$ cat src/mipsPkg.sv
// shared types for the single-cycle MIPS core: opcodes, ALU ops, control and bus structs
package mipsPkg;

  // ==================================================
  // instruction encodings
  // ==================================================
  typedef enum logic [5:0] {
    opRtype = 6'h00,
    opJ     = 6'h02,
    opJal   = 6'h03,
    opBeq   = 6'h04,
    opLw    = 6'h23,
    opSw    = 6'h2b
  } opcodeE;

  typedef enum logic [5:0] {
    fnJr  = 6'h08,
    fnAdd = 6'h20,
    fnSub = 6'h22,
    fnAnd = 6'h24,
    fnOr  = 6'h25,
    fnSlt = 6'h2a
  } functE;

  typedef enum logic [3:0] {
    aluAnd  = 4'b0000,
    aluOr   = 4'b0001,
    aluAdd  = 4'b0010,
    aluSub  = 4'b0110,
    aluSlt  = 4'b0111,
    aluNone = 4'b1111  // result forced to zero
  } aluOpE;

  // ==================================================
  // structs and constants
  // ==================================================
  localparam logic [31:0] resetPc = 32'h0000_0000;
  localparam int dmemAddrBits = 7;  // word address field, 128 words

  typedef struct packed {
    logic  regDst;    // dest is rd, else rt
    logic  aluSrc;    // second operand is the immediate
    logic  memToReg;
    logic  regWrite;
    logic  memWrite;
    logic  branch;
    logic  jump;
    logic  link;      // jal, writes pc+4 to r31
    logic  jumpReg;
    aluOpE aluOp;
  } ctrlT;

  typedef struct packed {
    logic                    we;
    logic [dmemAddrBits-1:0] addr;   // word address
    logic [31:0]             wdata;
  } dmemReqT;

  typedef struct packed {
    logic        valid;
    logic [4:0]  addr;
    logic [31:0] data;
  } regWbT;

endpackage

$ cat src/mipsDataMem.sv
// word-addressed data RAM, async read and clocked write
`timescale 1ns/1ps

module mipsDataMem #(
  parameter int dmemAddrW = 7
) (
  input  logic             clk,
  input  mipsPkg::dmemReqT req,
  output logic [31:0]      rdata
);

  localparam int depth = 2 ** dmemAddrW;

  logic [31:0] mem [depth];

  // contents start cleared
  initial begin
    for (int i = 0; i < depth; i++) begin
      mem[i] = 32'd0;
    end
  end

  // ==================================================
  // access
  // ==================================================
  always_ff @(posedge clk) begin
    if (req.we) begin
      mem[req.addr[dmemAddrW-1:0]] <= req.wdata;
    end
  end

  assign rdata = mem[req.addr[dmemAddrW-1:0]];  // same-cycle load data

endmodule

$ cat config.mk
export PLATFORM = sky130hd
export DESIGN_NAME = mipsDataMem
export DESIGN_NICKNAME = d
export VERILOG_FILES = /design/src/mipsPkg.sv /design/src/mipsDataMem.sv
export SDC_FILE = /design/constraint.sdc
export NUM_CORES = 2
export LEC_CHECK = 0
export BUFFER_PORTS_ARGS = -buffer_cell sky130_fd_sc_hd__buf_2
export CAP_MARGIN = 0
export CORE_MARGIN = 1.5
export CORE_UTILIZATION = 30
export DETAILED_ROUTE_END_ITERATION = 16
export MAX_ROUTING_LAYER = met4
export SLEW_MARGIN = 5
export SYNTH_ARGS = -nofsm -noshare
export SYNTH_HDL_FRONTEND = slang
export SYNTH_SLANG_ARGS = --single-unit
$ cat constraint.sdc
create_clock -name clk -period 6.95 [get_ports clk]
set_input_delay 0.3475 -clock clk [delete_from_list [all_inputs] [get_ports clk]]
set_output_delay 0.3475 -clock clk [all_outputs]
set_load 0.02 [all_outputs]
==> reports/metrics.cfg <==
[die]
dieArea_um2 = 526400
ioPinCount = 73
die_x_um = 725.5
die_y_um = 725.5
initial_core_util_pct = 30.11
core_area_um2 = 520200
rows = 265

[worst_setup_path]
crit_top_cell = buf_4
crit_buf_inv = 4
crit_slowest_cell = a2111oi_0
worstPathArrival_ns = 5.54
critPathKind = in2out
path_cells = buf_8, buf_4, buf_4, mux2_2, a221o_1, a222oi_1, o2bb2ai_1, a2111oi_0, or4b_1, buf_2
startpoint_type = primary input
slowest_delay_ns = 1.08
crit_required_ns = 6.60
crit_family = compound AO/OA/AOI/OAI gates
endpoint_kind = output port
crit_fanout = 48

[yosys]
syn-instance-count = 8922
ys.flop_type = edfxtp_1
syn-num-nets = 8963
synth_area_leaders = edfxtp_1, a221oi_1, a22oi_1, mux2_2, a21oi_1
synth-seq-cells = 4096
async_flop_share_pct = 0
syn-cell-area_um2 = 156600
ys_seq_area_share_pct = 78.53
synth_top_area_share_pct = 78.53
ys_types = 75
ys_warn_count = 0
synth-edff-count = 4096
synth_commonest_cells = edfxtp_1, a221oi_1, a22oi_1, a21oi_1
yosysTopAreaCell = edfxtp_1
yosysMostFrequentCell = edfxtp_1
synth.avg_cell_area_um2 = 17.55

[pwr]
power_frac_seq_pct = 52.2
p_comb_share_pct = 6.6
p_clk_share_pct = 41.3
intPower_mw = 40.10
p_per_area_nw_per_um2 = 288.6
leakagePower_nw = 54.77
swShare_pct = 23.38
peakVddDrop_mv = 0.2224
p_sw_mw = 12.23

[clocking]
clk_pin_slew_worst_paths_ns = 0.06
htreeDepth = 5
clock_sinks = 4096
clockBufferDepth = 4
tritoncts = built
cts_root_buf = clkbuf_16
post_cts_buffers = 0
cts_inserted_buffers = 411

[layout]
largest_register_ffs = 4096
final.fill_count = 48606
drive_gt1_share_pct = 17.34
fin_nets = 9207
design_area_um2 = 181300
syn_to_final_growth_pct = 15.78
final_core_util_pct = 34.86

[global_route]
grt_util_met2_pct = 30.39
grt_use_total_pct = 21.39
gr-usage-met3_pct = 6.800
first_global_vias = 89926
antenna_found_initial = 66
grt_pass1_wl_um = 772900
busiest_layer = met2
gr-total-overflow = 0
grt_util_met1_pct = 28.23
grt_max_degree = 123

[sta]
hold_ws_ns = -0.006317
relSlewSlack_pct = -11.06
rsz0062_at_grt = no
maxSlewViolCount = 15
fmaxAchievable_ghz = 0.1699
tightest_slew_ns = 1.664
finalHoldViolCount = 2
finalCritPeriodShare_pct = 84.68
setup_viol = 0
tns_ns = 0
period_needed_ns = 5.885

[job]
cap_viol_max_count = 2

[drt]
drc_errors = 0
drtIter0Drc = 16999
dr.pass1.iters = 9
routed_wirelength_um = 570500
postRouteAntennaNets = 0
num_vias = 97312
wire_per_inst_um = 34.51
avgViaCountPerCell = 5.886

[place]
port_buffers = 72
hpwlAfterDp_um = 343500
gp_congestion = 0.9358
placed_area_um2 = 168000

[min_path]
hold_path.class = in2reg

[run_status]
violations = hold timing, capacitance limit, slew limit
status = finished with violations

[final timing paths]
check | start | end | slack (ns) | cells after the start
max | req[32] | rdata[15] | 1.06 | 10
min | req[21] | mem[23][21]$_DFFE_PP_ | -0.006 | 1
[cells in the final DEF (no fill, tap or decap), drive strengths merged, types with 170 or more instances in the layout]
| cell type | synthesis | routed |
|---|---|---|
| a22oi | 468 | 468 |
| buf | 403 | 532 |
| nor2 | 291 | 291 |
| mux2 | 279 | 279 |
| o21ai | 326 | 326 |
| edfxtp | 4096 | 4096 |
| clkinv | 0 | 200 |
| a21oi | 425 | 425 |
| clkbuf | 324 | 508 |
| nand2 | 241 | 241 |
| a221oi | 847 | 847 |
| o22ai | 170 | 170 |
[stage by stage]
| stage | hold WS, ns | instances | power, mW | worst slack (ns) |
|---|---|---|---|---|
| 2_1_floorplan | 0.4464 | 8922 | 29.22 | 1.662 |
| 3_3_place_gp | 0.6403 | 15667 | 31.10 | 1.123 |
| 3_5_place_dp | 0.6409 | 15667 | 31.12 | 1.041 |
| 4_1_cts | 0.004985 | 16446 | 52.25 | 1.044 |
| 5_1_grt | 0.03831 | 16519 | 53.32 | 1.066 |
| 6_report | -0.006317 | 16533 | 52.33 | 1.065 |
[layout make-up]
cell class                 count  area (um2)  area share, %
clock buffer                 508       10780          5.943
tap                         6942        8686          4.790
clock inverter               245        2090          1.152
antenna                       85       212.7         0.1173
sequential                  4096      123000          67.83
inverter                       7       51.30        0.02829
multi-input combinational   4092       31650          17.45
timing repair buffer         558        4873          2.688
[cells by family after synthesis]
family	after synthesis	synth area share [%]
buffers and inverters	734	2.027
AO/OA/AOI/OAI	2731	12.87
AND/OR/NAND/NOR	885	2.740
flip-flops	4096	78.53
multiplexers	476	3.824
[power by group through the flow]
stage / clock (mW) / sequential (mW) / combinational (mW)
4_1_cts: 21.6 / 27.3 / 3.32
5_1_grt: 22.5 / 27.3 / 3.48
3_3_place_gp: 0 / 27.8 / 3.28
3_5_place_dp: 0 / 27.8 / 3.29
6_report: 21.6 / 27.3 / 3.43
2_1_floorplan: 0 / 27.8 / 1.40
[layer usage]
layer | share of wire [%] | wire (um)
met2 | 43 | 244900
met5 | 0 | 0
met4 | 4.9 | 27810
met3 | 14 | 81820
met1 | 38 | 216000
[repair_timing]
| action | in CTS | in global routing |
|---|---|---|
| hold buffers | 26 | 0 |
| gates resized for setup | 0 | 0 |
| endpoints found under the hold margin | 826 | 0 |
No activity file was read; power rests on OpenSTA's default activity.
