**src/mipsPkg.sv**
```systemverilog
// shared types for the single-cycle MIPS core: opcodes, ALU ops, control and bus structs
package mipsPkg;

  // ==================================================
  // instruction encodings
  // ==================================================
  typedef enum logic [5:0] {
    opRtype = 6'h00,
    opJ     = 6'h02,
    opJal   = 6'h03,
    opBeq   = 6'h04,
    opLw    = 6'h23,
    opSw    = 6'h2b
  } opcodeE;

  typedef enum logic [5:0] {
    fnJr  = 6'h08,
    fnAdd = 6'h20,
    fnSub = 6'h22,
    fnAnd = 6'h24,
    fnOr  = 6'h25,
    fnSlt = 6'h2a
  } functE;

  typedef enum logic [3:0] {
    aluAnd  = 4'b0000,
    aluOr   = 4'b0001,
    aluAdd  = 4'b0010,
    aluSub  = 4'b0110,
    aluSlt  = 4'b0111,
    aluNone = 4'b1111  // result forced to zero
  } aluOpE;

  // ==================================================
  // structs and constants
  // ==================================================
  localparam logic [31:0] resetPc = 32'h0000_0000;
  localparam int dmemAddrBits = 7;  // word address field, 128 words

  typedef struct packed {
    logic  regDst;    // dest is rd, else rt
    logic  aluSrc;    // second operand is the immediate
    logic  memToReg;
    logic  regWrite;
    logic  memWrite;
    logic  branch;
    logic  jump;
    logic  link;      // jal, writes pc+4 to r31
    logic  jumpReg;
    aluOpE aluOp;
  } ctrlT;

  typedef struct packed {
    logic                    we;
    logic [dmemAddrBits-1:0] addr;   // word address
    logic [31:0]             wdata;
  } dmemReqT;

  typedef struct packed {
    logic        valid;
    logic [4:0]  addr;
    logic [31:0] data;
  } regWbT;

endpackage

```
**src/mipsAlu.sv**
```systemverilog
// 32-bit ALU for and, or, add, sub and signed slt, with a zero flag
`timescale 1ns/1ps

module mipsAlu (
  input  logic [31:0]    a,
  input  logic [31:0]    b,
  input  mipsPkg::aluOpE op,
  output logic [31:0]    result,
  output logic           zero
);
  import mipsPkg::*;

  logic lessThan;

  assign lessThan = $signed(a) < $signed(b);  // signed compare for slt

  always_comb begin
    case (op)
      aluAnd:  result = a & b;
      aluOr:   result = a | b;
      aluAdd:  result = a + b;
      aluSub:  result = a - b;
      aluSlt:  result = {31'd0, lessThan};
      default: result = 32'd0;  // aluNone
    endcase
  end

  // zero follows the result for every op, beq just happens to use it
  assign zero = (result == 32'd0);

endmodule

```
**src/mipsControl.sv**
```systemverilog
// main decoder plus ALU control, turns opcode and funct into the control struct
`timescale 1ns/1ps

module mipsControl (
  input  logic [31:0]   instr,
  output mipsPkg::ctrlT ctrl
);
  import mipsPkg::*;

  opcodeE op;
  functE  fn;

  assign op = opcodeE'(instr[31:26]);
  assign fn = functE'(instr[5:0]);

  always_comb begin
    ctrl       = '0;       // everything off by default
    ctrl.aluOp = aluNone;
    case (op)
      opRtype: begin
        case (fn)
          fnAdd, fnSub, fnAnd, fnOr, fnSlt: begin
            ctrl.regDst   = 1'b1;
            ctrl.regWrite = 1'b1;
            case (fn)
              fnAdd:   ctrl.aluOp = aluAdd;
              fnSub:   ctrl.aluOp = aluSub;
              fnAnd:   ctrl.aluOp = aluAnd;
              fnOr:    ctrl.aluOp = aluOr;
              default: ctrl.aluOp = aluSlt;
            endcase
          end
          fnJr:    ctrl.jumpReg = 1'b1;  // target from rs
          default: ;                     // unknown funct, no-op
        endcase
      end
      opLw: begin
        ctrl.aluSrc   = 1'b1;
        ctrl.memToReg = 1'b1;
        ctrl.regWrite = 1'b1;
        ctrl.aluOp    = aluAdd;  // base + offset
      end
      opSw: begin
        ctrl.aluSrc   = 1'b1;
        ctrl.memWrite = 1'b1;
        ctrl.aluOp    = aluAdd;
      end
      opBeq: begin
        ctrl.branch = 1'b1;
        ctrl.aluOp  = aluSub;    // zero flag means equal
      end
      opJ:   ctrl.jump = 1'b1;
      opJal: begin
        ctrl.jump     = 1'b1;
        ctrl.link     = 1'b1;
        ctrl.regWrite = 1'b1;
      end
      default: ;                 // unknown opcode falls through as a no-op
    endcase

    // a store never also writes the register file
    assert (!(ctrl.memWrite && ctrl.regWrite))
      else $error("decode sets memWrite and regWrite together");
  end

endmodule

```
**src/mipsPcUnit.sv**
```systemverilog
// PC register and next-PC select for sequential, branch, jump and jr
`timescale 1ns/1ps

module mipsPcUnit (
  input  logic          clk,
  input  logic          rst,
  output logic [31:0]   pc,
  output logic [31:0]   pcPlus4,
  input  mipsPkg::ctrlT ctrl,
  input  logic          aluZero,
  input  logic [31:0]   branchOffset,  // already sign-extended
  input  logic [25:0]   jumpIndex,
  input  logic [31:0]   rsValue
);
  import mipsPkg::*;

  logic [31:0] nextPc;
  logic [31:0] branchTarget;
  logic [31:0] jumpTarget;
  logic        branchTaken;

  assign pcPlus4      = pc + 32'd4;
  assign branchTarget = pcPlus4 + {branchOffset[29:0], 2'b00};
  assign jumpTarget   = {pcPlus4[31:28], jumpIndex, 2'b00};  // same 256MB region
  assign branchTaken  = ctrl.branch && aluZero;

  // jr first, then j/jal, then taken beq
  always_comb begin
    if (ctrl.jumpReg) begin
      nextPc = rsValue;
    end else if (ctrl.jump) begin
      nextPc = jumpTarget;
    end else if (branchTaken) begin
      nextPc = branchTarget;
    end else begin
      nextPc = pcPlus4;
    end
  end

  always_ff @(posedge clk) begin
    if (!rst) begin
      pc <= resetPc;  // held here for the whole reset
    end else begin
      pc <= nextPc;
    end
  end

  // covers jr too, which takes whatever rs holds
  aPcAligned : assert property (@(posedge clk) disable iff (!rst) pc[1:0] == 2'b00)
    else $error("pc lost word alignment: %h", pc);

endmodule

```
**src/mipsRegFile.sv**
```systemverilog
// register file, r1..r31 with r0 tied to zero, two async reads and one clocked write
`timescale 1ns/1ps

module mipsRegFile (
  input  logic           clk,
  input  logic           rst,
  input  logic [4:0]     rdAddr1,
  input  logic [4:0]     rdAddr2,
  output logic [31:0]    rdData1,
  output logic [31:0]    rdData2,
  input  mipsPkg::regWbT wb
);

  logic [31:0] regs [1:31];  // no storage for r0

  // ==================================================
  // write port
  // ==================================================
  always_ff @(posedge clk) begin
    if (!rst) begin
      for (int i = 1; i < 32; i++) begin
        regs[i] <= 32'd0;
      end
    end else if (wb.valid) begin
      regs[wb.addr] <= wb.data;
    end
  end

  // read ports, r0 always zero
  assign rdData1 = (rdAddr1 == 5'd0) ? 32'd0 : regs[rdAddr1];
  assign rdData2 = (rdAddr2 == 5'd0) ? 32'd0 : regs[rdAddr2];

  // datapath must filter r0 writes before they get here
  aWbNotR0 : assert property (@(posedge clk) disable iff (!rst)
    wb.valid |-> (wb.addr != 5'd0))
    else $error("valid register write aimed at r0");

endmodule

```
**src/singleCycleMips.sv**
```systemverilog
// single-cycle MIPS datapath, wires decode, registers, ALU and PC together
`timescale 1ns/1ps

module singleCycleMips #(
  parameter int dmemAddrW = 7
) (
  input  logic             clk,
  input  logic             rst,
  output logic [31:0]      instrAddr,
  input  logic [31:0]      instr,
  output mipsPkg::dmemReqT dmemReq,
  input  logic [31:0]      dmemRdata,
  output mipsPkg::regWbT   wb
);
  import mipsPkg::*;

  // ==================================================
  // instruction fields
  // ==================================================
  logic [4:0]  rs;
  logic [4:0]  rt;
  logic [4:0]  rd;
  logic [15:0] imm;
  logic [25:0] jumpIndex;
  logic [31:0] signExt;

  assign rs        = instr[25:21];
  assign rt        = instr[20:16];
  assign rd        = instr[15:11];
  assign imm       = instr[15:0];
  assign jumpIndex = instr[25:0];
  assign signExt   = {{16{imm[15]}}, imm};

  ctrlT        ctrl;
  logic [31:0] rsValue;
  logic [31:0] rtValue;
  logic [31:0] aluB;
  logic [31:0] aluResult;
  logic        aluZero;
  logic [31:0] pc;
  logic [31:0] pcPlus4;
  logic [4:0]  destAddr;
  logic [31:0] wbData;

  mipsControl uControl (
    .instr (instr),
    .ctrl  (ctrl)
  );

  mipsRegFile uRegFile (
    .clk     (clk),
    .rst     (rst),
    .rdAddr1 (rs),
    .rdAddr2 (rt),
    .rdData1 (rsValue),
    .rdData2 (rtValue),
    .wb      (wb)
  );

  mipsAlu uAlu (
    .a      (rsValue),
    .b      (aluB),
    .op     (ctrl.aluOp),
    .result (aluResult),
    .zero   (aluZero)
  );

  mipsPcUnit uPcUnit (
    .clk          (clk),
    .rst          (rst),
    .pc           (pc),
    .pcPlus4      (pcPlus4),
    .ctrl         (ctrl),
    .aluZero      (aluZero),
    .branchOffset (signExt),
    .jumpIndex    (jumpIndex),
    .rsValue      (rsValue)
  );

  assign instrAddr = pc;

  // ==================================================
  // operand and writeback muxes
  // ==================================================
  assign aluB     = ctrl.aluSrc ? signExt : rtValue;
  assign destAddr = ctrl.link ? 5'd31 : (ctrl.regDst ? rd : rt);  // jal -> r31
  assign wbData   = ctrl.link     ? pcPlus4 :
                    ctrl.memToReg ? dmemRdata : aluResult;

  assign wb.valid = rst && ctrl.regWrite && (destAddr != 5'd0);  // r0 writes dropped
  assign wb.addr  = destAddr;
  assign wb.data  = wbData;

  // memory request, byte address -> word address
  assign dmemReq.we    = rst && ctrl.memWrite;
  assign dmemReq.addr  = dmemAddrBits'(aluResult[dmemAddrW+1:2]);
  assign dmemReq.wdata = rtValue;

  // memory is word-only, low address bits must be clear on lw/sw
  aMemAligned : assert property (@(posedge clk) disable iff (!rst)
    (ctrl.memToReg || ctrl.memWrite) |-> (aluResult[1:0] == 2'b00))
    else $error("unaligned data access at %h", aluResult);

endmodule
```
**config.mk**
```make
export PLATFORM = sky130hd
export DESIGN_NAME = singleCycleMips
export DESIGN_NICKNAME = d
export VERILOG_FILES = /design/src/mipsPkg.sv /design/src/mipsAlu.sv /design/src/mipsControl.sv /design/src/mipsPcUnit.sv /design/src/mipsRegFile.sv /design/src/singleCycleMips.sv
export SDC_FILE = /design/constraint.sdc
export NUM_CORES = 2
export LEC_CHECK = 0
export BUFFER_PORTS_ARGS = -buffer_cell sky130_fd_sc_hd__buf_2
export CORE_MARGIN = 5
export CORE_UTILIZATION = 55
export CTS_BUF_LIST = sky130_fd_sc_hd__clkbuf_2 sky130_fd_sc_hd__clkbuf_4 sky130_fd_sc_hd__clkbuf_8
export CTS_CLUSTER_DIAMETER = 50
export DETAILED_ROUTE_END_ITERATION = 16
export PLACE_DENSITY_LB_ADDON = 0.25
export SLEW_MARGIN = 20
export SYNTH_ARGS = -nofsm -noshare
export SYNTH_HDL_FRONTEND = slang
export SYNTH_SLANG_ARGS = --single-unit
```
**constraint.sdc**
```tcl
create_clock -name clk -period 16 [get_ports clk]
set_input_delay 4.8 -clock clk [delete_from_list [all_inputs] [get_ports clk]]
set_output_delay 4.8 -clock clk [all_outputs]
set_load 0.02 [all_outputs]
```
==> impl_metrics.prom <==
# TYPE chip_impl_metric gauge
chip_impl_metric{name="worst_ir_drop_vdd",unit="mV"} 0.0978
chip_impl_metric{name="clock_sink_count",unit=""} 1056
chip_impl_metric{name="dp_hpwl",unit="µm"} 140000
chip_impl_metric{name="p_leak",unit="nW"} 25.3
chip_impl_metric{name="comb_power_share",unit="%"} 22.5
chip_impl_metric{name="timing.reg2reg.setup_slack",unit="ns"} 7.67
chip_impl_metric{name="postCtsSetupRepairBufs",unit=""} 0
chip_impl_info{name="top_flip_flop_cell_by_instance_count_after_synthesis",value="sky130_fd_sc_hd__edfxtp_1"} 1
chip_impl_metric{name="fin_area",unit="mm²"} 0.0691
chip_impl_metric{name="place_congestion",unit=""} 0.953
chip_impl_metric{name="design.final.nets",unit=""} 5178
chip_impl_metric{name="total_switching_power",unit="mW"} 2.22
chip_impl_metric{name="sw_frac_of_total",unit="%"} 30.8
chip_impl_metric{name="grt_remaining_overflow",unit=""} 0
chip_impl_info{name="cpMaxStageDelayCell",value="sky130_fd_sc_hd__mux4_2"} 1
chip_impl_metric{name="grt_antenna_before_repair",unit=""} 11
chip_impl_metric{name="ioPinCount",unit=""} 176
chip_impl_metric{name="finalCriticalPeriod",unit="ns"} 15.79
chip_impl_metric{name="first_global_vias",unit=""} 45985
chip_impl_info{name="criticalPathCategory",value="in2out"} 1
chip_impl_info{name="hold_path_startpoint",value="uPcUnit.pc[0]"} 1
chip_impl_metric{name="post-route-worst-setup-slack",unit="ns"} 0.207
chip_impl_info{name="timing.critical_path.cells",value="buf_12 -> buf_4 -> buf_4 -> buf_4 -> mux4_2 -> mux4_2 -> nand2_1 -> a21oi_1 -> nand2_1 -> nand2_1 -> ha_1 -> inv_1 -> a21oi_1 -> nand2b_1 -> a22oi_1 -> buf_4 -> nor3_1 -> o21ai_0 -> nand2_1 -> o21ai_0 -> o21ai_0 -> a21oi_2 -> inv_1 -> buf_2"} 1
chip_impl_metric{name="timing.critical_path.arrival",unit="ns"} 10.99
chip_impl_metric{name="routed_via_density",unit=""} 7.12
chip_impl_metric{name="worst_path_largest_cell_delay",unit="ns"} 0.57
chip_impl_metric{name="timing_worst_slew_pin_value",unit="ns"} 1.19
chip_impl_info{name="timing.critical_path.max_delay_family",value="buffers and inverters"} 1
chip_impl_info{name="outcome",value="finished, final reports clean"} 1
chip_impl_metric{name="syn_area",unit="mm²"} 0.0614
chip_impl_metric{name="core.rowCount",unit=""} 122
chip_impl_info{name="synth.area.top_cells",value="sky130_fd_sc_hd__edfxtp_1, sky130_fd_sc_hd__mux4_2, sky130_fd_sc_hd__nor2_1"} 1
chip_impl_metric{name="synth_enable_flop_cells",unit=""} 1024
chip_impl_metric{name="total_number_of_cells_along_the_worst_setup_path",unit=""} 24
chip_impl_info{name="synth_area_leader_cell",value="sky130_fd_sc_hd__edfxtp_1"} 1
chip_impl_info{name="timing.rr.start",value="uRegFile.regs[0][2]"} 1
chip_impl_metric{name="clk_pin_slew_worst_paths",unit="ns"} 0.07
chip_impl_metric{name="place.port_buffers",unit=""} 175
chip_impl_metric{name="worst-path-max-fanout",unit=""} 30
chip_impl_metric{name="wire_length_after_detailed_routing",unit="µm"} 230000
chip_impl_metric{name="drt_iter0_markers",unit=""} 8128
chip_impl_info{name="hold_path_end",value="uPcUnit.pc[0]"} 1
chip_impl_metric{name="post_cts.resized_instances",unit=""} 0
chip_impl_metric{name="dieArea",unit="mm²"} 0.118
chip_impl_metric{name="die_y",unit="µm"} 344
chip_impl_metric{name="antenna_violating_nets_post_route",unit=""} 0
chip_impl_metric{name="power.density_cell_area",unit="mW/mm²"} 104
chip_impl_metric{name="synth.top_cell.area_share",unit="%"} 50.1
chip_impl_metric{name="area.growth.synth_to_final",unit="%"} 12.5
chip_impl_metric{name="timing.clock.skew",unit="ns"} 0.0596
chip_impl_metric{name="yosys_warnings",unit=""} 0
chip_impl_metric{name="synth_area_per_cell",unit="µm²"} 12.9
chip_impl_metric{name="detailroute.via_count",unit=""} 47046
chip_impl_metric{name="timing.hold.worst_path_depth",unit=""} 2
chip_impl_metric{name="detail_route.wl_per_cell",unit="µm"} 34.9
chip_impl_metric{name="required_time_of_the_critical_path",unit="ns"} 11.20
chip_impl_metric{name="clockBufferDepth",unit=""} 3
chip_impl_metric{name="internal_power",unit="mW"} 4.99
chip_impl_metric{name="drc",unit=""} 0
chip_impl_metric{name="fmaxAchievable",unit="MHz"} 63.3
chip_impl_metric{name="postSynthCellCount",unit=""} 4751
chip_impl_info{name="cts_tree",value="done"} 1
chip_impl_metric{name="cts.htree.levels",unit=""} 4
chip_impl_metric{name="worst_slew_margin_rel",unit="%"} 20.8
chip_impl_info{name="timing.rr.end",value="uPcUnit.pc[31]"} 1
chip_impl_metric{name="dpl_worst_slack",unit="ns"} 0.171
chip_impl_metric{name="holdWs",unit="ns"} 0.542
chip_impl_info{name="final_common_cell",value="sky130_fd_sc_hd__nor2_1"} 1
chip_impl_metric{name="post-layout-total-power",unit="mW"} 7.21
chip_impl_metric{name="dr.pass1.iters",unit=""} 8
chip_impl_metric{name="yosysSeqAreaShare",unit="%"} 51.1
chip_impl_metric{name="report.final.slew_viol_count",unit=""} 0
chip_impl_metric{name="detailed_place.area",unit="mm²"} 0.0656
chip_impl_metric{name="max_cap_viols",unit=""} 0
chip_impl_metric{name="hold_buffers",unit=""} 0
chip_impl_metric{name="ys_seq_elements",unit=""} 1056
chip_impl_metric{name="instances_no_fill",unit=""} 6603
chip_impl_metric{name="clk-insertion-delay-late",unit="ns"} 0.90
chip_impl_info{name="worst_setup_path_start_kind",value="input pin"} 1
chip_impl_metric{name="setup_viol_count_final",unit=""} 0
chip_impl_info{name="mostFrequentLayoutCells",value="sky130_fd_sc_hd__nor2_1, sky130_fd_sc_hd__edfxtp_1, sky130_fd_sc_hd__mux4_2"} 1
chip_impl_metric{name="share_of_cells_above_drive_strength_1",unit="%"} 29.9
chip_impl_metric{name="hold_violations",unit=""} 0
chip_impl_metric{name="cts_inserted_buffers",unit=""} 172
chip_impl_metric{name="grt_max_degree",unit=""} 86
chip_impl_metric{name="post-place-cells",unit=""} 6291
chip_impl_metric{name="grt_pass1_wl",unit="µm"} 323000
chip_impl_info{name="min-delay-path-class",value="reg2reg"} 1
chip_impl_metric{name="die_w",unit="µm"} 344
chip_impl_info{name="setup_crit_end_kind",value="primary output"} 1
chip_impl_metric{name="seq_power_share",unit="%"} 44.2
chip_impl_metric{name="cp_num_buf_inv",unit=""} 8
chip_impl_metric{name="async_reset_ff_share",unit="%"} 0
chip_impl_metric{name="initial_utilization",unit="%"} 55.4
chip_impl_metric{name="share_clk_of_total_power",unit="%"} 33.3
chip_impl_metric{name="placeableCoreArea",unit="mm²"} 0.111
chip_impl_info{name="clock-root-buffer",value="sky130_fd_sc_hd__clkbuf_8"} 1
chip_impl_metric{name="post-route-period-util",unit="%"} 98.7
chip_impl_metric{name="grt_usage",unit="%"} 38.6
chip_impl_metric{name="number_of_cells_on_the_worst_reg_to_reg_path",unit=""} 25
chip_impl_metric{name="yosysUniqueCellTypes",unit=""} 93
## routing by layer
layer | up-vias | GRT usage, % | wire [µm]
met5 | - | 0 | 52
met4 | 8 | 22.4 | 16900
met3 | 985 | 15.7 | 40300
met2 | 4404 | 57.2 | 101000
met1 | 23242 | 48.3 | 72400
li1 | 18407 | - | -
## metrics by stage
stage | utilization (%) | setup TNS [ns]
after floorplan | - | 0
after global placement | 59.2 | -0.0739
after detailed placement | 59.2 | 0
after CTS | 62.3 | 0
after global routing | 62.3 | -0.00906
final | 62.3 | 0
## tightest hold or removal path: stages, from the launching register on
cell and delay (ns):
sky130_fd_sc_hd__dfxtp_1 0.33, sky130_fd_sc_hd__a31oi_1 0.13, sky130_fd_sc_hd__nor2_1 0.04
## cells in the mapped netlist, types with 19 or more instances
| library cell | n |
|---|---|
| sky130_fd_sc_hd__a21o_1 | 40 |
| sky130_fd_sc_hd__a21oi_1 | 185 |
| sky130_fd_sc_hd__a31oi_1 | 19 |
| sky130_fd_sc_hd__buf_1 | 73 |
| sky130_fd_sc_hd__clkbuf_1 | 341 |
| sky130_fd_sc_hd__dfxtp_1 | 32 |
| sky130_fd_sc_hd__edfxtp_1 | 1024 |
| sky130_fd_sc_hd__ha_1 | 132 |
| sky130_fd_sc_hd__inv_1 | 150 |
| sky130_fd_sc_hd__mux2i_1 | 45 |
| sky130_fd_sc_hd__mux4_2 | 632 |
| sky130_fd_sc_hd__nand2_1 | 249 |
| sky130_fd_sc_hd__nand2b_1 | 19 |
| sky130_fd_sc_hd__nand3_1 | 44 |
| sky130_fd_sc_hd__nor2_1 | 1189 |
| sky130_fd_sc_hd__nor3_1 | 50 |
| sky130_fd_sc_hd__o211ai_1 | 20 |
| sky130_fd_sc_hd__o21ai_0 | 77 |
| sky130_fd_sc_hd__o21bai_1 | 24 |
| sky130_fd_sc_hd__xnor2_1 | 45 |
## cell type report
class / instances / area, µm²
antenna: 2 / 5.00
clock buffer: 226 / 2800
clock inverter: 84 / 603
fill: 8267 / 41700
inverter: 153 / 574
multi-input combinational: 3147 / 28400
sequential: 1056 / 31400
tap: 1488 / 1860
timing repair buffer: 447 / 3430
## power by group through the flow
stage	logic [mW]	registers, mW	clock network, mW
3_5_place_dp	1.57	3.24	0
5_1_grt	1.69	3.20	2.53
6_report	1.62	3.19	2.40
4_1_cts	1.57	3.19	2.40
2_1_floorplan	0.949	3.22	0
3_3_place_gp	1.56	3.23	0
## how the worst max path moves through the flow
stage	start	to	slack (ns)
after CTS	instr[16]	wb[31]	0.13
after detailed placement	instr[16]	wb[31]	0.17
after global placement	instr[21]	wb[0]	-0.07
final	instr[16]	wb[0]	0.21
after floorplan	instr[16]	wb[31]	0.29
after global routing	instr[16]	wb[24]	-0.009
## kinds of logic (layout without fill, tap and decap cells)
logic type / after synthesis / in the layout / share of synthesized area (%)
AOI/OAI and AO/OA: 555 / 555 / 6.13
xor gates and xnor gates: 62 / 62 / 0.885
and+or+nand+nor: 1659 / 1659 / 10.9
adders and majority gates: 135 / 135 / 2.79
other: 1 / 34 / 0.00611
DFF: 1056 / 1056 / 51.1
muxes: 704 / 704 / 24.5
buffers and inverters: 579 / 910 / 3.60
## sequential cells by signal (all words and copies together), names as in the netlist
signal	count
uPcUnit.pc	32
uRegFile.regs	1024
No activity file was read; power rests on OpenSTA's default activity.
